## config.mk

```make
export PLATFORM = sky130hd
export DESIGN_NAME = sma_window
export DESIGN_NICKNAME = d
export VERILOG_FILES = /design/src/rtl/sma_pkg.sv /design/src/rtl/sma_window.sv
export VERILOG_INCLUDE_DIRS = /design/src /design/src/rtl
export SDC_FILE = /design/constraint.sdc
export NUM_CORES = 2
export LEC_CHECK = 0
export BUFFER_PORTS_ARGS = -buffer_cell sky130_fd_sc_hd__buf_2
export CELL_PAD_IN_SITES_DETAIL_PLACEMENT = 1
export CELL_PAD_IN_SITES_GLOBAL_PLACEMENT = 2
export CORE_UTILIZATION = 56
export DETAILED_ROUTE_END_ITERATION = 6
export PLACE_DENSITY_LB_ADDON = 0.1
export SLEW_MARGIN = 20
export SYNTH_ARGS = -nofsm -noshare
export SYNTH_HDL_FRONTEND = slang
export SYNTH_SLANG_ARGS = --single-unit
```

## constraint.sdc

```tcl
create_clock -name i_clk -period 22.3 [get_ports i_clk]
set_input_delay 6.69 -clock i_clk [delete_from_list [all_inputs] [get_ports i_clk]]
set_output_delay 6.69 -clock i_clk [all_outputs]
set_load 0.01 [all_outputs]
```

## src/rtl/sma_config.svh

```systemverilog
`ifndef SMA_CONFIG_SVH
`define SMA_CONFIG_SVH

// width of one input sample
`define SMA_SAMPLE_W 16

// largest window is 2**8 samples
`define SMA_MAX_LOG2 8

// sample memory depth, one entry per sample of the largest window
`define SMA_DEPTH (1 << `SMA_MAX_LOG2)

// APB register offsets
`define SMA_CTRL_ADDR 4'h0
`define SMA_STAT_ADDR 4'h4

// window codes loaded at reset
// fast channel averages 4 samples, slow channel 32
`define SMA_FAST_RST 4'd2
`define SMA_SLOW_RST 4'd5

`endif
```

## src/rtl/sma_pkg.sv

```systemverilog
`default_nettype none

`include "sma_config.svh"

package sma_pkg;

	// one signed input sample
	typedef logic signed [`SMA_SAMPLE_W-1:0] sample_t;

	// running sum, wide enough for a full window of worst-case samples
	typedef logic signed [`SMA_SAMPLE_W+`SMA_MAX_LOG2-1:0] sum_t;

	// average after the shift divide, same range as a sample
	typedef logic signed [`SMA_SAMPLE_W-1:0] avg_t;

	// fast minus slow, one extra bit so it never wraps
	typedef logic signed [`SMA_SAMPLE_W:0] diff_t;

	// log2 of the window length, 0..8 are legal
	typedef logic [3:0] win_code_t;

endpackage

`default_nettype wire

```

## src/rtl/sma_window.sv

```systemverilog
`timescale 1ns/10ps
`default_nettype none

`include "sma_config.svh"

module sma_window
	import sma_pkg::*;
(
	input  wire             i_clk,
	input  wire             i_rst_n,
	input  wire             i_sample_valid,
	input  wire sample_t    i_sample,
	input  wire win_code_t  i_code,
	input  wire             i_flush,
	output avg_t            o_avg,
	output logic            o_avg_valid
);

	localparam int PTR_W = `SMA_MAX_LOG2;
	localparam int DEPTH = `SMA_DEPTH;

	// circular history of the last DEPTH samples
	sample_t          mem [DEPTH];

	logic [PTR_W-1:0] wr_ptr;
	logic [PTR_W-1:0] rd_ptr;
	logic [PTR_W:0]   win_len;
	logic [PTR_W:0]   fill;
	logic             full;

	// stage 1 registers
	logic             s1_valid;
	sample_t          s1_sample;
	sample_t          s1_prev;
	sample_t          s1_mem;
	logic [PTR_W-1:0] s1_ptr;
	logic             s1_fwd;
	logic             s1_use;

	// stage 2 arithmetic
	sample_t          old_sample;
	sum_t             sum_q;
	sum_t             sum_nxt;
	sum_t             sum_sh;

	// 1, 2, 4 .. 256
	assign win_len = {{PTR_W{1'b0}}, 1'b1} << i_code;

	// slot of the sample that leaves the window
	// for 256 the low bits are zero and rd_ptr wraps onto wr_ptr
	assign rd_ptr = wr_ptr - win_len[PTR_W-1:0];

	// window holds a full set of samples since the last flush
	assign full = (fill == win_len);

	always_ff @(posedge i_clk or negedge i_rst_n) begin
		if (!i_rst_n) begin
			wr_ptr      <= '0;
			fill        <= '0;
			s1_valid    <= 1'b0;
			o_avg_valid <= 1'b0;
			sum_q       <= '0;
		end else begin
			s1_valid    <= i_sample_valid;
			o_avg_valid <= s1_valid;
			if (i_sample_valid) begin
				wr_ptr <= wr_ptr + 1'b1;
			end
			// flush forgets the history, missing samples then count as zero
			if (i_flush) begin
				fill <= '0;
			end else if (i_sample_valid && !full) begin
				fill <= fill + 1'b1;
			end
			if (i_flush) begin
				sum_q <= '0;
			end else if (s1_valid) begin
				sum_q <= sum_nxt;
			end
		end
	end

	// stage 1, fetch the leaving sample
	always_ff @(posedge i_clk) begin
		if (i_sample_valid) begin
			s1_sample <= i_sample;
			s1_prev   <= s1_sample;
			s1_ptr    <= wr_ptr;
			s1_mem    <= mem[rd_ptr];
			// window 1 back to back wants the sample stage 2 writes on this edge
			s1_fwd    <= s1_valid && (rd_ptr == s1_ptr);
			s1_use    <= full;
		end
	end

	// history write happens in stage 2
	always_ff @(posedge i_clk) begin
		if (s1_valid) begin
			mem[s1_ptr] <= s1_sample;
		end
	end

	always_comb begin
		if (!s1_use) begin
			old_sample = '0;
		end else if (s1_fwd) begin
			old_sample = s1_prev;
		end else begin
			old_sample = s1_mem;
		end
	end

	// add the newest, drop the oldest
	assign sum_nxt = sum_q + sum_t'(s1_sample) - sum_t'(old_sample);

	// arithmetic shift is the divide, no rounding
	assign sum_sh = sum_nxt >>> i_code;

	always_ff @(posedge i_clk) begin
		if (s1_valid) begin
			o_avg <= sum_sh[`SMA_SAMPLE_W-1:0];
		end
	end

endmodule

`default_nettype wire

```

==> key figures <==
Synthesis
  – Synth Cell Area: between 0.15 and 0.2 sq mm
  – Yosys top cell area share: 0.759
  – Register area share after synthesis: 0.766
  – Netlist cell types: 69
  – Async set-or-reset flop fraction in the synthesized netlist: 0.0102
  – Post-synth EDFFs: approximately 4200
  – Syn_nets: slightly above 7000
  – Synth Warn #: 0
  – Synth area leader: edfxtp_1
  – Largest cells by area after synthesis: edfxtp_1, mux4_2, mux2i_1
  – Synth Flop Type: edfxtp_1
  – Cells after Synth: about 7100
  – Syn Area/Cell: between 20 and 25 sq um
  – Synthesized flop and latch total: 4213

Setup path
  – Req. time, crit path: roughly 23 ns
  – WP data arrival: between 10 and 15 ns
  – Worst setup EP type: flip-flop
  – Slowest-stage cell, CP: fa_4
  – Critical path, cell by cell: buf_2, nor4b_1, inv_1, fa_4, buf_4, buf_4, buf_4, mux4_2, mux4_2, mux2i_1, mux2_2, o22ai_1, a221o_1
  – Crit Path Class: input port to flip-flop
  – Startpoint Class: input port
  – Crit path top cell by count: buf_4
  – Worst-path fanout max: 67
  – Slowest stage delay, CP: ~1.2 ns

Timing
  – Fin crit share: 0.592
  – Worst slew margin: 0.105
  – Final Hold Vio Count: 0
  – Max Fclk: between 70 and 80 MHz
  – Final Critical Period: approximately 13 ns
  – RSZ-0062 raised after global routing: false
  – Slew at the pin with the worst max-slew slack: roughly 1.3 ns
  – Setup-failing EPs final: 0
  – Final Skew: between 0.07 and 0.08 ns
  – Slew Limit Fails: 0
  – Setup TNS: 0 ns

Clocking
  – Setup Fix Bufs, Post-CTS: 0
  – Worst skew pair latency: just under 1 ns
  – CTS tree: done
  – CTS clk-pin slew, worst paths: 0.06 ns
  – Post-CTS Hold Buffers: 0
  – Clock Tree Buf Depth: 4
  – Post-cts resize count: 0
  – H-tree levels: 5
  – Clock Sinks: between 4000 and 5000
  – Total CTS buffers: around 420
  – Root buffer cell: clkbuf_16

GRT
  – Initial antenna violation count: 21
  – Overflow left after global routing: 0
  – Vias in the first global route: 81783
  – First-pass GRT wire length: roughly 620 mm
  – Largest net degree at the start of global routing: 242
  – Global Route Usage Sum: 0.300

Route
  – Vias: 78910
  – Uppermost routed layer: met5
  – DRT Pass-1 Iters: 5
  – DRC: 0
  – Wire length on met2: around 220 mm
  – WL met1: 172 mm
  – Antenna-violating nets left: 0
  – Post-Route WL: 440 mm
  – Initial detailed-routing violation count: ~9000
  – WL met3: roughly 36 mm
  – Routed vias/inst: between 6 and 7
  – WL/cell: roughly 37 um

Floorplan
  – Num rows: between 150 and 200
  – Chip Height: roughly 540 um
  – Area of the core: a little under 0.3 sq mm
  – Die Span X: 545 um
  – Starting Density: 0.565
  – Ports: 41
  – Area of the die: 0.297 sq mm

Layout
  – Synthesis-to-finish area growth: 12.5%
  – Layout cells sized above 1: 0.305
  – Fin nets: about 7700
  – Multi-input gate area: 0.0368 sq mm
  – Reg area: between 0.1 and 0.15 sq mm
  – Filler Cell Count: roughly 23000

Power and ir drop
  – Pwr Total: 25.0 mW
  – Worst vdd ir: about 0.00027 V
  – Leakage: just under 60 nW
  – Power Density: roughly 130 mW/mm^2

Placed design
  – RePlAce Congestion: 0.815
  – Final HPWL DP: roughly 250 mm
  – IO Port Bufs: 40

Outcome
  – Status: completed

Flow run
  – Max-cap violations: 0

Hold path
  – Hold Crit Class: flip-flop to flip-flop
cell type report:
| cell class | count | share of cell area |
|---|---|---|
| repair buffers | 432 | 0.0185 |
| multi-input cells | 2413 | 0.198 |
| diodes | 4 | 0.0000540 |
| well taps | 3900 | 0.0263 |
| flip-flops and latches | 4213 | 0.681 |
| inverters | 99 | 0.00200 |
| clock inverters | 265 | 0.0152 |
| clock buffers | 508 | 0.0589 |
flip-flops by register name (all words and copies together) (netlist names):
register	flops
s1_use	1
s1_prev	16
mem	4096
s1_sample	16
s1_fwd	1
fill	9
o_avg	16
wr_ptr	8
s1_valid	1
s1_ptr	8
s1_mem	16
o_avg_valid	1
sum_q	24
synth_stat cells (3+ instances only):
cell,number
o211ai_1,16
a21o_1,11
ha_1,34
buf_2,119
o21ai_1,10
or3_1,3
buf_1,63
o31a_1,3
xnor2_1,33
a211oi_1,45
o21ai_0,30
a31oi_1,7
o21bai_1,3
o22ai_1,18
or4_1,3
and3_1,8
a21oi_1,68
mux2_2,47
a221o_1,18
nand3_1,34
fa_1,24
nand4_1,22
clkbuf_1,215
and2_1,5
nor2_1,332
nor2b_1,58
buf_4,6
mux2i_1,151
dfrtp_1,43
xor2_1,20
nand2_1,68
nand2b_1,7
nor3_1,12
inv_1,98
edfxtp_1,4170
mux4_2,1282
cells in the final DEF, fill, tap and decap left out, types with 11 or more instances in the layout:
master,instances
a211oi_1,45
a21o_1,11
a21oi_1,68
a221o_1,18
buf_12,17
buf_2,39
buf_4,370
bufinv_16,47
clkbuf_1,83
clkbuf_16,423
clkinv_1,105
clkinv_2,71
clkinvlp_4,14
dfrtp_1,42
edfxtp_1,4170
fa_1,23
ha_1,33
inv_1,98
mux2_2,47
mux2i_1,151
mux4_2,1282
nand2_1,67
nand3_1,25
nand4_1,22
nor2_1,283
nor2_2,43
nor2b_1,58
nor3_1,12
o211ai_1,16
o21ai_0,30
o22ai_1,18
xnor2_1,30
xor2_1,20
layer usage:
layer,vias to the layer above,GRT usage
met1,43307,0.423
met2,3742,0.494
met3,673,0.0453
met5,-,0
met4,12,0.0862
li1,31176,-
critical path, delay by kind of cell:
kind	cells	cell delay, ns
AO/OA/AOI/OAI	2	0.54
adder cells (fa/ha/maj)	1	1.22
multiplexers	4	1.70
AND/OR/NAND/NOR	1	0.51
buffers and inverters	5	3.09
per-stage QoR:
stage | cell area, sq um | setup WS, ns | std cells | hold WS [ns] | util
floorplan | 165000 | 11.32 | 7129 | 0.476 | -
global placement | 172000 | 8.08 | 11053 | 0.503 | 0.588
detailed placement | 172000 | 8.07 | 11053 | 0.517 | 0.588
CTS | 185000 | 9.12 | 11826 | 0.533 | 0.635
global route | 186000 | 8.90 | 11831 | 0.564 | 0.636
finish | 186000 | 9.10 | 11834 | 0.532 | 0.636
path summary, 6_finish.rpt:
check / start / endpoint / slack (ns) / depth (start not counted)
min reg2reg: sum_q[6]$_DFFE_PN0P_ / sum_q[6]$_DFFE_PN0P_ / 0.53 / 2
max: i_code[0] / s1_mem[8]$_DFFE_PP_ / 9.10 / 13
min: sum_q[6]$_DFFE_PN0P_ / sum_q[6]$_DFFE_PN0P_ / 0.53 / 2
min in group asynchronous: i_rst_n / sum_q[20]$_DFFE_PN0P_ / 5.81 / 2
max reg2reg: wr_ptr[0]$_DFFE_PN0P_ / s1_mem[8]$_DFFE_PP_ / 15.20 / 13
max in group asynchronous: i_rst_n / o_avg_valid$_DFF_PN0_ / 15.97 / 2
power by group:
group	total [mW]	switching, mW	internal (mW)
clock	7.07	3.03	4.05
combinational	8.89	5.20	3.69
sequential	9.01	0.0879	8.92
cell families (layout without fill, tap and decap cells):
group                      Yosys count  count (layout)  share of synthesized area
adders and majority gates           58              58                    0.00549
xor gates and xnor gates            53              53                    0.00282
muxes                             1483            1483                      0.188
DFF                               4213            4213                      0.766
and+or+nand+nor                    563             563                     0.0151
AOI/OAI and AO/OA                  256             256                     0.0104
buffers and inverters              503            1304                     0.0125
other                                0               4                          0
No activity file was read; power rests on OpenSTA's default activity.
