`src/rtl/sma_config.svh`:
```
`ifndef SMA_CONFIG_SVH
`define SMA_CONFIG_SVH

// width of one input sample
`define SMA_SAMPLE_W 16

// largest window is 2**8 samples
`define SMA_MAX_LOG2 8

// sample memory depth, one entry per sample of the largest window
`define SMA_DEPTH (1 << `SMA_MAX_LOG2)

// APB register offsets
`define SMA_CTRL_ADDR 4'h0
`define SMA_STAT_ADDR 4'h4

// window codes loaded at reset
// fast channel averages 4 samples, slow channel 32
`define SMA_FAST_RST 4'd2
`define SMA_SLOW_RST 4'd5

`endif
```
`src/rtl/sma_pkg.sv`:
```
`default_nettype none

`include "sma_config.svh"

package sma_pkg;

	// one signed input sample
	typedef logic signed [`SMA_SAMPLE_W-1:0] sample_t;

	// running sum, wide enough for a full window of worst-case samples
	typedef logic signed [`SMA_SAMPLE_W+`SMA_MAX_LOG2-1:0] sum_t;

	// average after the shift divide, same range as a sample
	typedef logic signed [`SMA_SAMPLE_W-1:0] avg_t;

	// fast minus slow, one extra bit so it never wraps
	typedef logic signed [`SMA_SAMPLE_W:0] diff_t;

	// log2 of the window length, 0..8 are legal
	typedef logic [3:0] win_code_t;

endpackage

`default_nettype wire

```
`src/rtl/sma_crossover.sv`:
```
`timescale 1ns/10ps
`default_nettype none

module sma_crossover
	import sma_pkg::*;
(
	input  wire          i_clk,
	input  wire          i_rst_n,
	input  wire avg_t    i_fast_avg,
	input  wire avg_t    i_slow_avg,
	input  wire          i_fast_valid,
	input  wire          i_slow_valid,
	output avg_t         o_fast_avg,
	output avg_t         o_slow_avg,
	output diff_t        o_diff,
	output logic         o_valid,
	output logic         o_cross_up,
	output logic         o_cross_dn,
	output logic [15:0]  o_cross_count,
	output logic         o_cross_dir
);

	logic  both;
	diff_t diff_nxt;
	logic  new_pos;
	logic  prev_pos;
	logic  up;
	logic  dn;

	// both channels run in lockstep on the same samples
	assign both = i_fast_valid & i_slow_valid;

	assign diff_nxt = diff_t'(i_fast_avg) - diff_t'(i_slow_avg);

	// strictly above zero, zero belongs to the lower side
	assign new_pos = ~diff_nxt[$bits(diff_t)-1] & (diff_nxt != '0);

	assign up = both & ~prev_pos & new_pos;
	assign dn = both & prev_pos & ~new_pos;

	always_ff @(posedge i_clk or negedge i_rst_n) begin
		if (!i_rst_n) begin
			o_valid       <= 1'b0;
			o_cross_up    <= 1'b0;
			o_cross_dn    <= 1'b0;
			// previous difference starts as zero, so not positive
			prev_pos      <= 1'b0;
			o_cross_count <= '0;
			o_cross_dir   <= 1'b0;
		end else begin
			o_valid    <= both;
			o_cross_up <= up;
			o_cross_dn <= dn;
			if (both) begin
				prev_pos <= new_pos;
			end
			// counter wraps at 16 bits
			if (up | dn) begin
				o_cross_count <= o_cross_count + 1'b1;
				o_cross_dir   <= up;
			end
		end
	end

	always_ff @(posedge i_clk) begin
		if (both) begin
			o_fast_avg <= i_fast_avg;
			o_slow_avg <= i_slow_avg;
			o_diff     <= diff_nxt;
		end
	end

endmodule

`default_nettype wire

```
`config.mk`:
```
export PLATFORM = sky130hd
export DESIGN_NAME = sma_crossover
export DESIGN_NICKNAME = d
export VERILOG_FILES = /design/src/rtl/sma_pkg.sv /design/src/rtl/sma_crossover.sv
export VERILOG_INCLUDE_DIRS = /design/src /design/src/rtl
export SDC_FILE = /design/constraint.sdc
export NUM_CORES = 1
export LEC_CHECK = 0
export ABC_AREA = 1
export BUFFER_PORTS_ARGS = -buffer_cell sky130_fd_sc_hd__buf_4
export CAP_MARGIN = 0
export CORE_UTILIZATION = 40
export CTS_BUF_LIST = sky130_fd_sc_hd__clkbuf_4 sky130_fd_sc_hd__clkbuf_8
export CTS_CLUSTER_SIZE = 20
export DETAILED_ROUTE_END_ITERATION = 16
export GPL_TIMING_DRIVEN = 0
export SLEW_MARGIN = 40
export SYNTH_ARGS = -nofsm -noshare
export SYNTH_HDL_FRONTEND = slang
export SYNTH_SLANG_ARGS = --single-unit
export TNS_END_PERCENT = 10
```
`constraint.sdc`:
```
create_clock -name i_clk -period 4.25 [get_ports i_clk]
set_input_delay 0.85 -clock i_clk [delete_from_list [all_inputs] [get_ports i_clk]]
set_output_delay 0.85 -clock i_clk [all_outputs]
set_load 0.03 [all_outputs]
```
==> flow_summary.toml, run 1 <==
[run_status]
outcome = "finished, final reports clean"

[setup_path]
crit_fanout = 10
cp.buffers_inverters = 4
required_ns = 4.54
worst_setup_path_start_kind = "input pin"
critical_path.endpoint_type = "flop"
cp_slowest_cell = "fa_1"
max_stage_delay_ns = 0.42
path_common_cell = "nand2_2"
crit_chain = "buf_4, inv_1, ha_1, fa_1, inv_1, nand3_1, nand2_4, xnor2_1, nand3_1, nor3_2, nand3_4, nand2_2, nand2_4, nand2_8, buf_12, nand2_2, nand2_2"
critical_path.startpoint = "i_fast_avg[0]"
crit_family = "simple AND/OR/NAND/NOR gates"
worstPathArrival_ns = 3.27
criticalPathCategory = "input pin to flop"
regToRegStartpoint = "o_cross_count[0]"

[routing]
drc = 0
wl_mm = 8.21
ant_nets = 0
vias = 3014
drt_iter0_drc = 84
via_per_inst = 4.45
wl_per_cell_um = 12.1
firstDrtPassIters = 4

[placement]
dp_hpwl_mm = 6.36
place_congestion = 0.840
place.port_buffers = 104
dp_cells = 662
pre_cts_slack_ns = 0.888

[cells_and_area]
antenna_cells = 0
multi_input_area_sq_um = 1530
layout.cells.non_filler = 678
area_growth_pct = 29.6
nets = 598
seqCellArea_sq_um = 2000
final_cell_mix = "nand2_1 (110), buf_4 (105), inv_1 (84)"
drive_gt1_frac = 0.322
nFillCells = 894
final_common_cell = "nand2_1"

[logic_synthesis]
synth_top_area_share = 0.377
ys_seq_elements = 70
yosys.cell_types.count = 32
yosys_warnings = 0
synth_area_leader_cell = "edfxtp_1"
syn_inst = 428
syn-cell-area_sq_um = 3900
syn_nets = 482
syn_avg_cell_area_sq_um = 9.12
synthTopCellsByArea = "edfxtp_1 (38%), dfrtp_1 (13%), nand2_1 (11%)"
synth_seq_area_share = 0.512

[sta]
min_period_ns = 2.98
max_slew_margin = 0.745
fin_crit_sh = 0.701
setup_tns_ns = 0
clock.fmax_mhz = 336
worst_slack_ns = 1.27
setup_viol = 0
finClkSkew_ns = 0.00950
final_hold_viol_count = 0
slew_viol_final = 0
grt_setup_unrepaired = "no"
worst_pin_slew_ns = 0.380

[global_routing]
grt_pass1_wl_mm = 13.7
grt_usage = 0.177
grt_overflow = 0
antenna_found_initial = 0
grt_max_degree = 28
first_global_vias = 2968

[cts]
hold_buffers = 0
path_clk_slew_ns = 0.08
clock_path_buffers = 2
post_cts_buffers = 0
cts.sinks = 70
cts_tree = "done"
cts_buffers = 9
root_buffer = "clkbuf_8"
htree_levels = 3
clock_latency_ns = 0.35
ctsResizeCount = 0

[worst_hold_path]
hold_path.class = "input pin to async pin"

[pwr]
vdd_drop_max_mv = 0.176
p_total_w = 0.00188
pwr-share-seq = 0.445
p_sw_w = 0.000622
p_sw_frac = 0.331
pwr-share-comb = 0.273
clkPwrFrac = 0.282
power_leakage_nw = 2.59
intPower_w = 0.00126
p_per_area_nw_per_um2 = 372

[floorplan]
fp-row-count = 35
die-height_um = 101
dieArea_sq_um = 10200
die_w_um = 101
start_util = 0.418
coreArea_sq_um = 9330
top_level_ports = 105

[flow_run]
drv_cap = 0
==> stage by stage <==
step | area [sq um] | utilization | hold WS [ns]
floorplan | 3900 | - | 0.475
global placement | 4840 | 0.519 | 0.462
detailed placement | 4870 | 0.522 | 0.495
CTS | 5060 | 0.542 | 0.366
global route | 5060 | 0.542 | 0.378
finish | 5060 | 0.542 | 0.369
==> state kept, by name, summed over array words and instances (netlist names) <==
| signal | count |
|---|---|
| o_cross_dn | 1 |
| o_cross_count | 16 |
| o_diff | 17 |
| o_cross_up | 1 |
| o_valid | 1 |
| prev_pos | 1 |
| o_slow_avg | 16 |
| o_cross_dir | 1 |
| o_fast_avg | 16 |
==> cell type report <==
cell class	count	share of cell area
clock buffer	9	0.0245
multi-input combinational	264	0.302
inverter	91	0.0681
timing repair buffer	105	0.158
tap	129	0.0319
sequential	70	0.395
buffer	3	0.00767
clock inverter	7	0.0129
==> power by group through the flow <==
stage | Sequential [W] | Combinational, W | Clock, W
2_1_floorplan | 0.000967 | 0.000221 | 0
3_3_place_gp | 0.000851 | 0.000506 | 0
3_5_place_dp | 0.000852 | 0.000516 | 0
4_1_cts | 0.000837 | 0.000519 | 0.000547
5_1_grt | 0.000844 | 0.000568 | 0.000572
6_report | 0.000836 | 0.000514 | 0.000530
==> worst register-to-register path: cells and delay by family (launching register included) <==
family / cells / cell delay, ns
AND/OR/NAND/NOR: 7 / 1.18
flip-flops: 1 / 0.43
adder cells (fa/ha/maj): 1 / 0.21
XOR/XNOR: 1 / 0.21
==> metal layers <==
metal | GRT usage | vias up | wire length (um)
met1 | 0.228 | 1356 | 3850
met2 | 0.286 | 74 | 3740
met4 | 0.0758 | 0 | 128
li1 | - | 1572 | -
met3 | 0.0395 | 12 | 490
met5 | 0 | - | 0
==> path summary, 6_finish.rpt <==
kind	end	slack (ns)	cells past startpoint
max	o_cross_count[13]	1.27	17
min reg2reg	o_cross_dir	0.49	2
max reg2reg	o_cross_count[14]	2.17	9
min in group i_clk	o_cross_dir	0.49	2
min	o_cross_count[5]	0.37	1
max in group asynchronous	prev_pos	3.66	1
==> cells by family (layout without fill, tap and decap cells) <==
group / Yosys count / after routing / synth area share
fa+ha+maj: 18 / 18 / 0.0596
compound gates: 8 / 8 / 0.0103
flops: 70 / 70 / 0.512
xor+xnor: 17 / 17 / 0.0401
simple gates: 221 / 221 / 0.281
buf+inv: 94 / 215 / 0.0975
==> synthesized netlist by cell type, drive strengths merged <==
| cell type | n |
|---|---|
| dfrtp | 21 |
| ha | 17 |
| nor2 | 18 |
| xor2 | 10 |
| a21oi | 6 |
| edfxtp | 49 |
| nand2 | 147 |
| buf | 3 |
| fa | 1 |
| o21ai | 2 |
| nand3 | 35 |
| nand4 | 7 |
| or2 | 1 |
| nor3 | 7 |
| inv | 91 |
| xnor2 | 7 |
| and2 | 2 |
| nand3b | 4 |
Power figures use the tool's default switching activity.
==> inputs of run 2 (changes only) <==
--- a/config.mk
+++ b/config.mk
@@ -14,6 +14,7 @@
 export CTS_CLUSTER_SIZE = 20
 export DETAILED_ROUTE_END_ITERATION = 16
 export GPL_TIMING_DRIVEN = 0
+export PLACE_DENSITY = 0.66
 export SLEW_MARGIN = 40
 export SYNTH_ARGS = -nofsm -noshare
 export SYNTH_HDL_FRONTEND = slang
==> constraint.sdc (replaced) <==
create_clock -name i_clk -period 2.49 [get_ports i_clk]
set_input_delay 0.498 -clock i_clk [delete_from_list [all_inputs] [get_ports i_clk]]
set_output_delay 0.498 -clock i_clk [all_outputs]
set_load 0.03 [all_outputs]
==> run 2 against run 1 <==
Clock skew up 0.0013 ns. Critical endpoint is now o_cross_count[9]. Via count up 0.40%. Worst hold slack worse by 0.35 ns. Wire length down 2.7%. Critical path type unchanged.
==> flow_summary.toml, run 2 (synthesized netlist as in run 1, its figures left out) <==
[floorplan]
die_w_um = 101
start_util = 0.418
fp-row-count = 35
coreArea_sq_um = 9330
dieArea_sq_um = 10200
top_level_ports = 105
die-height_um = 101

[setup_path]
r2r_cells = 9
ff2ff_setup_slack_ns = 0.35
worstReg2RegEnd = "o_cross_count[14]"
criticalPathCategory = "input pin to flop"
worst_setup_path_start_kind = "input pin"
crit_fanout = 10
worstPathArrival_ns = 2.63
regToRegStartpoint = "o_cross_count[0]"
worstSetupEndpoint = "o_cross_count[9]"
critical_path.endpoint_type = "flop"
critical_path.startpoint = "i_fast_avg[0]"
required_ns = 2.77

[cts]
root_buffer = "clkbuf_8"
clock_path_buffers = 2
clock_latency_ns = 0.34
cts_buffers = 9
cts_tree = "done"
htree_levels = 3
path_clk_slew_ns = 0.08
cts.sinks = 70

[routing]
via_per_inst = 4.46
wl_per_cell_um = 11.8
vias = 3026
ant_nets = 0
drc = 0
firstDrtPassIters = 4
drt_iter0_drc = 74
wl_mm = 7.99

[cells_and_area]
largest_register = "o_diff"
largest_reg_flops = 17
fin_util = 0.550
nFillCells = 855
multi_input_area_sq_um = 1570
final_common_cell = "nand2_1"
antenna_cells = 0
nets = 599
area_growth_pct = 31.5
final_cell_mix = "nand2_1 (110), buf_4 (106), inv_1 (83)"
drive_gt1_frac = 0.336
layout.cells.non_filler = 679
seqCellArea_sq_um = 2000
stdcell_area_sq_um = 5130

[placement]
post_dp_cell_area_sq_um = 4870
dp_cells = 662
place.port_buffers = 104
place_congestion = 0.805
dp_hpwl_mm = 6.30

[global_routing]
grt_usage = 0.168
antenna_found_initial = 0
grt_max_degree = 32
first_global_vias = 2989
grt_pass1_wl_mm = 13.2
grt_overflow = 0

[sta]
worst_hold_slack_ns = 0.0240
clock.fmax_mhz = 425
final_hold_viol_count = 0
finClkSkew_ns = 0.0108
max_slew_margin = 0.725
setup_tns_ns = 0
worst_pin_slew_ns = 0.410
fin_crit_sh = 0.945
setup_viol = 0
slew_viol_final = 0
min_period_ns = 2.35

[pwr]
p_per_area_nw_per_um2 = 648
pwr-share-seq = 0.430
p_sw_frac = 0.315
p_sw_w = 0.00105
pwr-share-comb = 0.269
vdd_drop_max_mv = 0.249
clkPwrFrac = 0.301
power_leakage_nw = 2.62
intPower_w = 0.00228

[run_status]
outcome = "finished, final reports clean"

[flow_run]
drv_cap = 0

[worst_hold_path]
hold_path.class = "input pin to async pin"
==> run 2: power by group through the flow <==
stage                     combinational [W]  sequential [W]  clock (W)
final                              0.000893         0.00143    0.00100
after global routing               0.000981         0.00144    0.00109
after CTS                          0.000885         0.00143    0.00104
after detailed placement           0.000880         0.00146          0
after global placement             0.000859         0.00145          0
after floorplan                    0.000378         0.00165          0
==> run 2: worst min path at each step <==
stage	end	slack (ns)	cells after the start
2_1_floorplan	o_cross_count[0]	0.20	0
3_3_place_gp	o_cross_count[7]	0.40	1
3_5_place_dp	o_cross_count[8]	0.40	1
4_1_cts	o_cross_count[6]	0.01	1
5_1_grt	o_cross_count[6]	0.02	1
6_report	o_cross_count[6]	0.02	1
==> run 2: through the flow <==
step	worst slack [ns]	total power, W
finish	0.136	0.00333
global placement	-0.336	0.00231
CTS	0.0116	0.00335
global route	-0.00220	0.00351
floorplan	0.0409	0.00203
detailed placement	-0.370	0.00234
==> run 2: repair_timing <==
action | 4_1_cts | 5_1_grt
hold buffers | 0 | 0
buffers inserted | 0 | 1
endpoints found under the setup margin | 7 | 14
pin swaps | 0 | 4
gates resized for setup | 1 | 7
==> run 2: area by class of cell <==
type	count	share of cell area
inverters	91	0.0670
plain buffers	3	0.00756
flip-flops and latches	70	0.389
clock buffers	10	0.0256
well taps	129	0.0314
multi-input cells	264	0.305
repair buffers	106	0.157
clock inverters	6	0.0166
==> run 2: layer usage <==
| layer | vias to the layer above | GRT usage | share of wire |
|---|---|---|---|
| li1 | 1570 | - | - |
| met1 | 1363 | 0.204 | 0.44 |
| met2 | 78 | 0.291 | 0.50 |
| met3 | 15 | 0.0361 | 0.045 |
| met4 | 0 | 0.0669 | 0.019 |
| met5 | - | 0 | 0 |
==> run 2: worst max-delay path: stages <==
cell and delay, ns:
buf_4 0.08, inv_1 0.03, ha_2 0.19, fa_2 0.38, inv_2 0.08, nand3_2 0.08, nand2_4 0.10, xnor2_2 0.14
nand3_2 0.12, nor3_4 0.24, nand3_4 0.13, nand2_4 0.11, nand2_8 0.09, nand2_8 0.11, buf_12 0.14, nand2_2 0.05
nand2_2 0.05
