==> src/rtl/sma_config.svh <==
`ifndef SMA_CONFIG_SVH
`define SMA_CONFIG_SVH

// width of one input sample
`define SMA_SAMPLE_W 16

// largest window is 2**8 samples
`define SMA_MAX_LOG2 8

// sample memory depth, one entry per sample of the largest window
`define SMA_DEPTH (1 << `SMA_MAX_LOG2)

// APB register offsets
`define SMA_CTRL_ADDR 4'h0
`define SMA_STAT_ADDR 4'h4

// window codes loaded at reset
// fast channel averages 4 samples, slow channel 32
`define SMA_FAST_RST 4'd2
`define SMA_SLOW_RST 4'd5

`endif
==> src/rtl/sma_pkg.sv <==
`default_nettype none

`include "sma_config.svh"

package sma_pkg;

	// one signed input sample
	typedef logic signed [`SMA_SAMPLE_W-1:0] sample_t;

	// running sum, wide enough for a full window of worst-case samples
	typedef logic signed [`SMA_SAMPLE_W+`SMA_MAX_LOG2-1:0] sum_t;

	// average after the shift divide, same range as a sample
	typedef logic signed [`SMA_SAMPLE_W-1:0] avg_t;

	// fast minus slow, one extra bit so it never wraps
	typedef logic signed [`SMA_SAMPLE_W:0] diff_t;

	// log2 of the window length, 0..8 are legal
	typedef logic [3:0] win_code_t;

endpackage

`default_nettype wire

==> src/rtl/sma_apb_regs.sv <==
`timescale 1ns/10ps
`default_nettype none

`include "sma_config.svh"

module sma_apb_regs
	import sma_pkg::*;
(
	input  wire             i_clk,
	input  wire             i_rst_n,
	// APB slave side
	input  wire             i_psel,
	input  wire             i_penable,
	input  wire             i_pwrite,
	input  wire  [3:0]      i_paddr,
	input  wire  [31:0]     i_pwdata,
	output logic [31:0]     o_prdata,
	output logic            o_pready,
	output logic            o_pslverr,
	// status from the crossover
	input  wire  [15:0]     i_cross_count,
	input  wire             i_cross_dir,
	// window control to the channels
	output win_code_t       o_fast_code,
	output win_code_t       o_slow_code,
	output logic            o_fast_flush,
	output logic            o_slow_flush
);

	logic      access;
	logic      addr_ctrl;
	logic      addr_stat;
	win_code_t wr_fast;
	win_code_t wr_slow;
	logic      code_bad;
	logic      wr_err;
	logic      map_err;
	logic      ctrl_wr;

	// access phase of a transfer, setup phase is just psel alone
	assign access = i_psel & i_penable;

	assign addr_ctrl = (i_paddr == `SMA_CTRL_ADDR);
	assign addr_stat = (i_paddr == `SMA_STAT_ADDR);

	// code fields of a CTRL write
	assign wr_fast = i_pwdata[3:0];
	assign wr_slow = i_pwdata[11:8];

	// windows above 256 samples do not exist
	assign code_bad = (wr_fast > win_code_t'(`SMA_MAX_LOG2)) |
		(wr_slow > win_code_t'(`SMA_MAX_LOG2));

	// STAT is read-only, CTRL rejects bad codes as a whole
	assign wr_err  = i_pwrite & (addr_stat | (addr_ctrl & code_bad));
	assign map_err = ~addr_ctrl & ~addr_stat;

	// no wait states
	assign o_pready  = 1'b1;
	assign o_pslverr = access & (wr_err | map_err);

	// only a clean CTRL write updates the codes
	assign ctrl_wr = access & i_pwrite & addr_ctrl & ~code_bad;

	// read mux, unused bits read as zero
	always_comb begin
		o_prdata = '0;
		if (addr_ctrl) begin
			o_prdata[3:0]  = o_fast_code;
			o_prdata[11:8] = o_slow_code;
		end else if (addr_stat) begin
			o_prdata[15:0] = i_cross_count;
			o_prdata[16]   = i_cross_dir;
		end
	end

	// codes and flush pulses land on the same edge
	// so a channel sees its new code in the flush cycle
	always_ff @(posedge i_clk or negedge i_rst_n) begin
		if (!i_rst_n) begin
			o_fast_code  <= `SMA_FAST_RST;
			o_slow_code  <= `SMA_SLOW_RST;
			o_fast_flush <= 1'b0;
			o_slow_flush <= 1'b0;
		end else begin
			// rewriting the same code keeps the channel history
			o_fast_flush <= ctrl_wr & (wr_fast != o_fast_code);
			o_slow_flush <= ctrl_wr & (wr_slow != o_slow_code);
			if (ctrl_wr) begin
				o_fast_code <= wr_fast;
				o_slow_code <= wr_slow;
			end
		end
	end

endmodule

`default_nettype wire

==> config.mk <==
export PLATFORM = sky130hd
export DESIGN_NAME = sma_apb_regs
export DESIGN_NICKNAME = d
export VERILOG_FILES = /design/src/rtl/sma_pkg.sv /design/src/rtl/sma_apb_regs.sv
export VERILOG_INCLUDE_DIRS = /design/src /design/src/rtl
export SDC_FILE = /design/constraint.sdc
export NUM_CORES = 1
export LEC_CHECK = 0
export ABC_AREA = 1
export BUFFER_PORTS_ARGS = -buffer_cell sky130_fd_sc_hd__buf_2
export CORE_ASPECT_RATIO = 1.75
export CORE_MARGIN = 5
export CORE_UTILIZATION = 37
export DETAILED_ROUTE_END_ITERATION = 10
export GPL_ROUTABILITY_DRIVEN = 0
export PLACE_DENSITY = 0.86
export SETUP_SLACK_MARGIN = 0.3
export SYNTH_ARGS = -nofsm -noshare
export SYNTH_HDL_FRONTEND = slang
export SYNTH_SLANG_ARGS = --single-unit
export TNS_END_PERCENT = 20
==> constraint.sdc <==
create_clock -name i_clk -period 1.7 [get_ports i_clk]
set_clock_uncertainty 0.05 [all_clocks]
set_input_delay 0.17 -clock i_clk [delete_from_list [all_inputs] [get_ports i_clk]]
set_output_delay 0.17 -clock i_clk [all_outputs]
set_load 0.05 [all_outputs]
==> qor.yml, run 1 <==
hold_class: "in2reg"
critPathArrivalTime_ps: 1180
htreeDepth: 1
vias: 1035
antenna_found_initial: 0
worst_ep_required_time_ps: 1480
min_period_ps: 1400
drt-total-wl_mm: 2.69
timing.fmax_mhz: 717
ys_ff_latch: 10
status: "complete, no violations"
path_class: "reg2out"
dieWidth_um: 47.8
start_kind: "flop"
dr.pass1.iters: 6
cts_root_buf: "clkbuf_8"
synth_cell_types: 18
endpoint_kind: "output pin"
cap_violations: 0
cts.sinks: 10
cts_tree: "done"
final_antenna_net_count: 0
via_per_inst: 4.52
period_share_pct: 82.1
ios: 102
mostFrequentLayoutCell: "buf_2"
finalPower_uw: 870
yosys_warnings: 0
portBuffers: 61
layout-drive-gt1-share_pct: 43.8
final_max_slew_viol_count: 0
cts_setup_buffers: 0
clk_path_buf_depth: 2
synth_cells: 136
avgSynthCellArea_sq_um: 6.82
vdd_drop_max_mv: 0.612
grt_max_degree: 11
rsz0062_at_grt: "yes"
finalHoldViolations: 0
die_h_um: 76.2
setup_violations: 0
cp_max_fo: 4
seq_area_frac_synth_pct: 27.4
layout.nets: 262
grt_pass1_wl_mm: 4.41
wl_per_cell_um: 11.7
leakagePower_uw: 0.000852
rows: 24
dp_hpwl_mm: 2.27
final_cell_mix: "buf_2, nand2_1, inv_1"
syn_area_sq_um: 927
die_area_sq_mm: 0.00365
post-route-drc-count: 0
grt_pass1_vias: 1057
start_util_pct: 37.7
area_growth_pct: 45.6
final.setup.tns_ps: 0
core-area_sq_mm: 0.00246
grt_overflow_total: 0
powerDensity_mw_per_mm2: 644
drt_iter0_markers: 14
grt_use_total_pct: 15.9
insertion_delay_ps: 240
cts_buffers: 3
clk_pin_slew_ps: 50
n_antenna_cell: 0
==> path summary, 6_finish.rpt <==
check	from	to	slack [ps]	depth (start not counted)
worst max-delay path	o_slow_code[2]	o_prdata[10]	300	3
worst min-delay path	i_pwdata[10]	o_slow_code[2]	130	3
worst max register to register	o_slow_code[0]	o_slow_flush	650	4
worst min register to register	o_slow_code[0]	o_slow_code[0]	450	2
max in group asynchronous	i_rst_n	o_fast_code[1]	1080	2
min in group asynchronous	i_rst_n	o_fast_code[2]	270	2
==> registers in the layout, indices dropped and copies added (netlist names) <==
| name | count |
|---|---|
| o_slow_code | 4 |
| o_fast_flush | 1 |
| o_fast_code | 4 |
| o_slow_flush | 1 |
==> critical path, stage by stage (launching register included) <==
cell and delay, ps:
dfstp_2 560, inv_2 50, o22ai_2 150, buf_6 180
==> through the flow <==
step / std cells / instance area [sq um] / hold slack (ps) / worst slack [ps] / utilization (%)
CTS: 229 / 1340 / 133 / 252 / 54.3
floorplan: 150 / 1010 / -176 / 180 / -
finish: 229 / 1350 / 131 / 305 / 54.8
detailed placement: 224 / 1250 / -8.56 / 241 / 50.8
global placement: 224 / 1250 / -10.9 / 255 / 50.8
global route: 229 / 1350 / 153 / 257 / 54.8
==> cell type report <==
type	instances	area (sq um)
clock buffer	4	55.1
inverter	24	90.1
sequential	10	254
timing repair buffer	66	372
tap	26	32.5
multi-input combinational	99	547
fill	253	1110
==> cells in the mapped netlist, drive strengths merged <==
master  number  area [sq um]
nand4        8          50.1
conb         2          7.51
o21ai        7          35.0
buf         17           125
nor2        18          98.8
o22ai        1          6.26
nand3       13          82.6
inv         24          90.1
xnor2        7          61.3
dfrtp        7           175
nand2       29           116
dfstp        3          78.8
==> power breakdown <==
part / internal, uW / leakage, uW / switching (uW)
clock: 204 / 0.0000288 / 92.4
sequential: 252 / 0.000128 / 12.1
combinational: 80.2 / 0.000696 / 230
==> per-layer routing <==
layer	wire length (um)	GRT usage [%]	vias up
met5	0	0	-
met4	47	7.01	0
met3	158	2.36	4
met2	1550	28.1	40
met1	938	16.7	468
li1	-	-	523
==> kinds of logic after synthesis <==
kind of cell | share of synthesized area (%)
buffers and inverters | 23.2
AND/OR/NAND/NOR | 37.5
other | 0.810
XOR/XNOR | 6.61
flip-flops | 27.4
AO/OA/AOI/OAI | 4.45
==> what timing repair did <==
item	4_1_cts	5_1_grt
gates resized for setup	6	7
endpoints found under the hold margin	10	0
setup endpoints to repair	12	9
pin swaps	0	1
hold buffers	1	0
Note: power is estimated with default switching activity, not from simulation.
==> inputs of run 2 (changes only) <==
Settings changed: CORE_UTILIZATION 37 to 31, PLACE_DENSITY 0.86 to 0.77.
Clock period 1.7 ns to 1.2 ns, I/O delays scaled along.
==> run 2 against run 1 <==
Net effect:
- the run now ends with setup timing left
- cell count increased by 8.7%
- utilization increased by 10 points
- worst hold slack got worse by 32 ps
- first-iteration DRC count decreased by 14%
- total power increased by 52%
- critical path depth unchanged
- register-to-register slack got worse by 620 ps
- wire length increased by 29%
- clock-buffer cell count unchanged
- clock power increased by 21%
- global-route usage decreased by 0.31 points
- via count increased by 11%
- critical endpoint unchanged
==> qor.yml, run 2 (synthesis gave the netlist of run 1 again) <==
start_util_pct: 32.0  # was 37.7%
die_h_um: 82.3  # was 76.2 um
antenna_found_initial: 0  # unchanged
final.setup.tns_ps: -346  # was 0 ps
start_kind: "flop"  # unchanged
p_int_uw: 800  # was 536 uW
grt_pass1_wl_mm: 5.00  # was 4.41 mm
rows: 26  # was 24
hold_slack_ps: 99.3  # was 131 ps
clk_path_buf_depth: 2  # unchanged
cts_root_buf: "clkbuf_8"  # unchanged
portBuffers: 61  # unchanged
cp_max_fo: 2  # was 4
grt_use_total_pct: 15.5  # was 15.9%
seqPwrFrac_pct: 28.4  # was 30.3%
power_switching_uw: 523  # was 334 uW
post-route-drc-count: 0  # unchanged
final_max_slew_viol_count: 0  # unchanged
num-fill-cells: 214  # was 253
final_cell_mix: "buf_2, buf_6, nand2_1"  # was buf_2, nand2_1, inv_1
clk_pin_slew_ps: 40  # was 50 ps
cts_tree: "done"  # unchanged
setup_ws_ps: -112  # was 305 ps
path_class: "reg2out"  # unchanged
wl_per_cell_um: 14.0  # was 11.7 um
core-area_sq_mm: 0.00290  # was 0.00246 sq mm
status: "finished with violations"  # was complete, no violations
cts_buffers: 3  # unchanged
dieWidth_um: 51.3  # was 47.8 um
n_antenna_cell: 0  # unchanged
swShare_pct: 39.5  # was 38.4%
final_antenna_net_count: 0  # unchanged
clockPowerShare_pct: 27.0  # was 34.0%
grt_max_degree: 11  # unchanged
cap_violations: 0  # unchanged
powerDensity_mw_per_mm2: 704  # was 644 mW/mm^2
min_period_ps: 1310
finalHoldViolations: 0  # unchanged
regArea_sq_um: 260  # was 254 sq um
ios: 102  # unchanged
period_share_pct: 109
setup_violations: 5  # was 0
dr.pass1.iters: 5  # was 6
timing.fmax_mhz: 762
placed_cell_area_sq_mm: 0.00143  # was 0.00125 sq mm
reg_top3: "o_fast_code (4), o_slow_code (4)"  # unchanged
layout-drive-gt1-share_pct: 58.4  # was 43.8%
violations: "setup timing"
worst_ep_required_time_ps: 1030  # was 1480 ps
r2r_cells: 5  # was 4
p_comb_share_pct: 44.6  # was 35.6%
dp_hpwl_mm: 2.39  # was 2.27 mm
worstHoldPathCells: 3  # unchanged
grt_pass1_vias: 1116  # was 1057
layout.nets: 280  # was 262
endpoint_kind: "output pin"  # unchanged
die_area_sq_mm: 0.00423  # was 0.00365 sq mm
grt_overflow_total: 0  # unchanged
area_growth_pct: 103  # was 45.6%
vias: 1150  # was 1035
leakagePower_uw: 0.00100  # was 0.000852 uW
drt-total-wl_mm: 3.48  # was 2.69 mm
mostFrequentLayoutCell: "buf_2"  # unchanged
insertion_delay_ps: 230  # was 240 ps
vdd_drop_max_mv: 0.462  # was 0.612 mV
drt_iter0_markers: 12  # was 14
via_per_inst: 4.62  # was 4.52
hold_class: "in2reg"  # unchanged
htreeDepth: 1  # unchanged
cts.sinks: 10  # unchanged
multi_input_area_sq_um: 688  # was 547 sq um
critPathArrivalTime_ps: 1140  # was 1180 ps
rsz0062_at_grt: "yes"  # unchanged
fin_area_sq_mm: 0.00188  # was 0.00135 sq mm
## run 2: cell types whose count changed in the layout (fill, tap and decap cells not counted), moves of 7 or more
| cell | before | now |
|---|---|---|
| nor2_4 | 2 | 11 |
| buf_8 | 0 | 13 |
| buf_6 | 3 | 27 |
| o21ai_1 | 7 | 0 |
| nand3_1 | 11 | 4 |
| nor2_2 | 9 | 0 |
| nand3_2 | 0 | 7 |
| buf_2 | 55 | 29 |
| buf_4 | 7 | 14 |
## run 2: final timing paths
check	startpoint	end	slack [ps]
hold reg to reg	o_slow_code[3]	o_slow_code[3]	500
min in group asynchronous	i_rst_n	o_fast_flush	250
setup reg to reg	o_fast_code[1]	o_fast_flush	30
hold / removal	i_pwdata[10]	o_slow_code[2]	100
max in group asynchronous	i_rst_n	o_slow_code[2]	600
setup / recovery	o_slow_code[2]	o_prdata[10]	-110
## run 2: layout make-up
class | instances | share of cell area (%)
Tap cell | 28 | 1.87
Clock buffer | 4 | 2.40
Multi-Input combinational cell | 99 | 36.6
Timing Repair Buffer | 84 | 40.4
Inverter | 24 | 4.80
Sequential cell | 10 | 13.9
## run 2: repair_timing
item,in CTS,in global routing
pin swaps,24,20
gates resized for setup,78,19
endpoints found under the setup margin,38,38
hold endpoints to repair,10,0
hold buffers,1,0
buffers inserted,5,3
## run 2: routing by layer
metal	wire (um)	vias up	global-route usage (%)
li1	-	560	-
met1	1170	526	16.4
met2	2020	59	31.0
met3	223	5	1.08
met4	59	0	6.30
met5	0	-	0
## run 2: through the flow
stage / setup slack (ps) / cells / utilization, % / total power [uW]
finish: -112 / 249 / 64.9 / 1320
global route: -155 / 249 / 64.9 / 1380
CTS: -103 / 246 / 62.0 / 1290
detailed placement: -37.9 / 236 / 49.5 / 850
global placement: -36.4 / 236 / 49.5 / 844
floorplan: -119 / 150 / - / 750
## run 2: power groups by stage
stage	Clock [uW]	Sequential [uW]	Combinational, uW
floorplan	0	426	324
global placement	0	376	467
detailed placement	0	377	474
CTS	360	374	553
global route	379	378	624
finish	358	375	590
## run 2: critical path, cell delays in order, from the launching register on
cell and delay (ps):
dfstp_2 540, inv_2 50, o22ai_4 140, buf_6 180
==> inputs of run 3 (changes only) <==
Settings changed: ABC_AREA 1 to not set, CORE_ASPECT_RATIO 1.75 to 1.1, CORE_UTILIZATION 31 to 28, PLACE_DENSITY 0.77 to 0.75.
==> run 3 against run 2 <==
Net effect:
- the run still ends with setup timing left
- sequential share of layout area up 1.4 points
- critical path depth up 3
- synthesized cell count down 46%
- worst setup slack better by 22 ps
- flip-flop and latch count unchanged
- total power down 10%
- synthesized area down 14%
- final area down 11%
- utilization down 4.3 points
- sequential power up 2%
- critical endpoint is now o_pslverr
- largest cell class unchanged
- largest power group unchanged
==> qor.yml, run 3 <==
cts_root_buf: "clkbuf_4"  # was clkbuf_8
dp_cells: 176  # was 236
insertion_delay_ps: 270  # was 230 ps
antenna_found_initial: 0  # unchanged
timing.fmax_mhz: 775  # was 762 MHz
area_growth_pct: 110  # was 103%
drt_iter0_markers: 29  # was 12
dp_hpwl_mm: 1.93  # was 2.39 mm
synth.largest_area_cell: "dfrtp_1"  # unchanged
violations: "setup timing"  # unchanged
dr.pass1.iters: 4  # was 5
mostFrequentLayoutCell: "buf_2"  # unchanged
endpoint_kind: "output pin"  # unchanged
post-route-drc-count: 0  # unchanged
dieWidth_um: 60.8  # was 51.3 um
yosys-top-cells-count: "buf_4, and2_1, a22o_1, mux2_2, xnor2_1"  # was nand2_1, inv_1, buf_4, nor2_1, nand3_1
grt_overflow_total: 0  # unchanged
clk_path_buf_depth: 2  # unchanged
final_max_slew_viol_count: 0  # unchanged
synth.most_common_cell: "buf_4"  # was nand2_1
grt_pass1_wl_mm: 4.61  # was 5.00 mm
period_share_pct: 107  # was 109%
start_util_pct: 28.8  # was 32.0%
grt_max_degree: 11  # unchanged
cp_max_fo: 2  # unchanged
start_kind: "input port"  # was flop
grt_use_total_pct: 16.0  # was 15.5%
powerDensity_mw_per_mm2: 713  # was 704 mW/mm^2
die_area_sq_mm: 0.00400  # was 0.00423 sq mm
seq_area_frac_synth_pct: 32.0  # was 27.4%
cts_buffers: 3  # unchanged
setup_violations: 19  # was 5
grt_pass1_vias: 923  # was 1116
hold_class: "in2reg"  # unchanged
synth_cells: 73  # was 136
rsz0062_at_grt: "yes"  # unchanged
cap_violations: 0  # unchanged
final_cell_mix: "buf_2, buf_4, buf_8"  # was buf_2, buf_6, nand2_1
leakagePower_uw: 0.000866  # was 0.00100 uW
netlist_top_cells_area: "dfrtp_1, buf_4, mux2_2"  # was dfrtp_1, buf_4, nand2_1
ios: 102  # unchanged
layout.nets: 216  # was 280
fin_cells: 190  # was 249
worst_ep_required_time_ps: 1030  # about the same
utilization_pct: 60.6  # was 64.9%
avgSynthCellArea_sq_um: 10.9  # was 6.82 sq um
yosys_warnings: 0  # unchanged
synth_cell_types: 18  # unchanged
die_h_um: 65.8  # was 82.3 um
rows: 20  # was 26
vias: 870  # was 1150
cts.sinks: 10  # unchanged
setup_ws_ps: -89.7  # was -112 ps
synth_top_area_share_pct: 22.1  # was 18.9%
path_class: "in2out"  # was reg2out
vdd_drop_max_mv: 0.834  # was 0.462 mV
ys_ff_latch: 10  # unchanged
async_flop_share_pct: 100  # unchanged
clk_pin_slew_ps: 70  # was 40 ps
min_period_ps: 1290  # was 1310 ps
ys.flop_type: "dfrtp_1"  # unchanged
reg_top3: "o_fast_code (4), o_slow_code (4)"  # unchanged
drt-total-wl_mm: 3.04  # was 3.48 mm
portBuffers: 61  # unchanged
via_per_inst: 4.58  # was 4.62
cts_tree: "done"  # unchanged
critPathArrivalTime_ps: 1120  # was 1140 ps
core-area_sq_mm: 0.00275  # was 0.00290 sq mm
final_antenna_net_count: 0  # unchanged
layout-drive-gt1-share_pct: 77.1  # was 58.4%
finalPower_uw: 1190  # was 1320 uW
synth_edf_count: 0  # unchanged
htreeDepth: 1  # unchanged
n_antenna_cell: 0  # unchanged
status: "finished with violations"  # unchanged
wl_per_cell_um: 16.0  # was 14.0 um
syn_area_sq_um: 793  # was 927 sq um
finalHoldViolations: 0  # unchanged
==> run 3: changes by cell type in the layout (fill, tap and decap cells not counted), moves of 8 or more <==
cell / previous run / this run
inv_1: 22 / 0
buf_6: 27 / 13
nor2_4: 11 / 0
nand4_1: 8 / 0
nand2_1: 26 / 0
and2_4: 0 / 8
buf_4: 14 / 22
==> run 3: logic make-up (layout without fill, tap and decap cells) <==
logic type             Yosys count  in the layout  synth area share [%]
AO/OA/AOI/OAI                   13             13                  14.2
XOR/XNOR                         8              8                  8.83
buffers and inverters           17             87                  15.6
flip-flops                      10             10                  32.0
multiplexers                     8              8                  11.4
other                            2             16                 0.947
AND/OR/NAND/NOR                 15             15                  17.0
==> run 3: per-stage QoR <==
| stage | instance area [sq um] | worst slack, ps | hold slack [ps] | TNS [ps] |
|---|---|---|---|---|
| after floorplan | 883 | -113 | -226 | -1180 |
| after global placement | 1190 | -168 | -62.2 | -4090 |
| after detailed placement | 1190 | -202 | -56.9 | -4890 |
| after CTS | 1580 | -92.5 | 74.8 | -1300 |
| after global routing | 1670 | -135 | 126 | -2090 |
| final | 1670 | -89.7 | 121 | -1280 |
==> run 3: worst max-delay path, stage by stage <==
cell,delay (ps)
buf_2,130
o31ai_4,230
buf_4,170
nand3b_1,80
a32o_2,240
buf_6,150
==> run 3: what timing repair did <==
item / in CTS / in global routing
hold buffers: 1 / 0
gates resized for setup: 91 / 12
endpoints found under the hold margin: 10 / 0
endpoints found under the setup margin: 38 / 38
buffers inserted: 3 / 5
gates cloned: 1 / 0
pin swaps: 19 / 10
==> run 3: final timing paths <==
kind / start / end / slack, ps / depth (start not counted)
worst max-delay path: i_pwdata[9] / o_pslverr / -90 / 6
worst min-delay path: i_pwdata[3] / o_fast_code[3] / 120 / 2
worst max register to register: o_fast_code[1] / o_fast_flush / 60 / 3
worst min register to register: o_fast_code[3] / o_fast_code[3] / 560 / 1
max in group asynchronous: i_rst_n / o_slow_code[2] / 640 / 2
min in group asynchronous: i_rst_n / o_fast_code[2] / 200 / 2
==> run 3: per-layer routing <==
layer  track usage (%)  routed length (um)
met2              26.6                1490
met4              5.69                  37
met3              6.64                 373
met1              18.0                1140
met5                 0                   0
==> run 3: cell type report <==
| class | instances | area [sq um] |
|---|---|---|
| tap | 33 | 41.3 |
| sequential | 10 | 255 |
| fill | 205 | 1080 |
| timing repair buffer | 83 | 737 |
| clock buffer | 4 | 26.3 |
| multi-input combinational | 60 | 608 |
==> run 3: power breakdown <==
part	leakage (uW)	total (uW)	internal, uW	switching [uW]
clock network	0.0000150	250	129	121
registers	0.000126	382	359	22.8
logic	0.000725	558	220	338
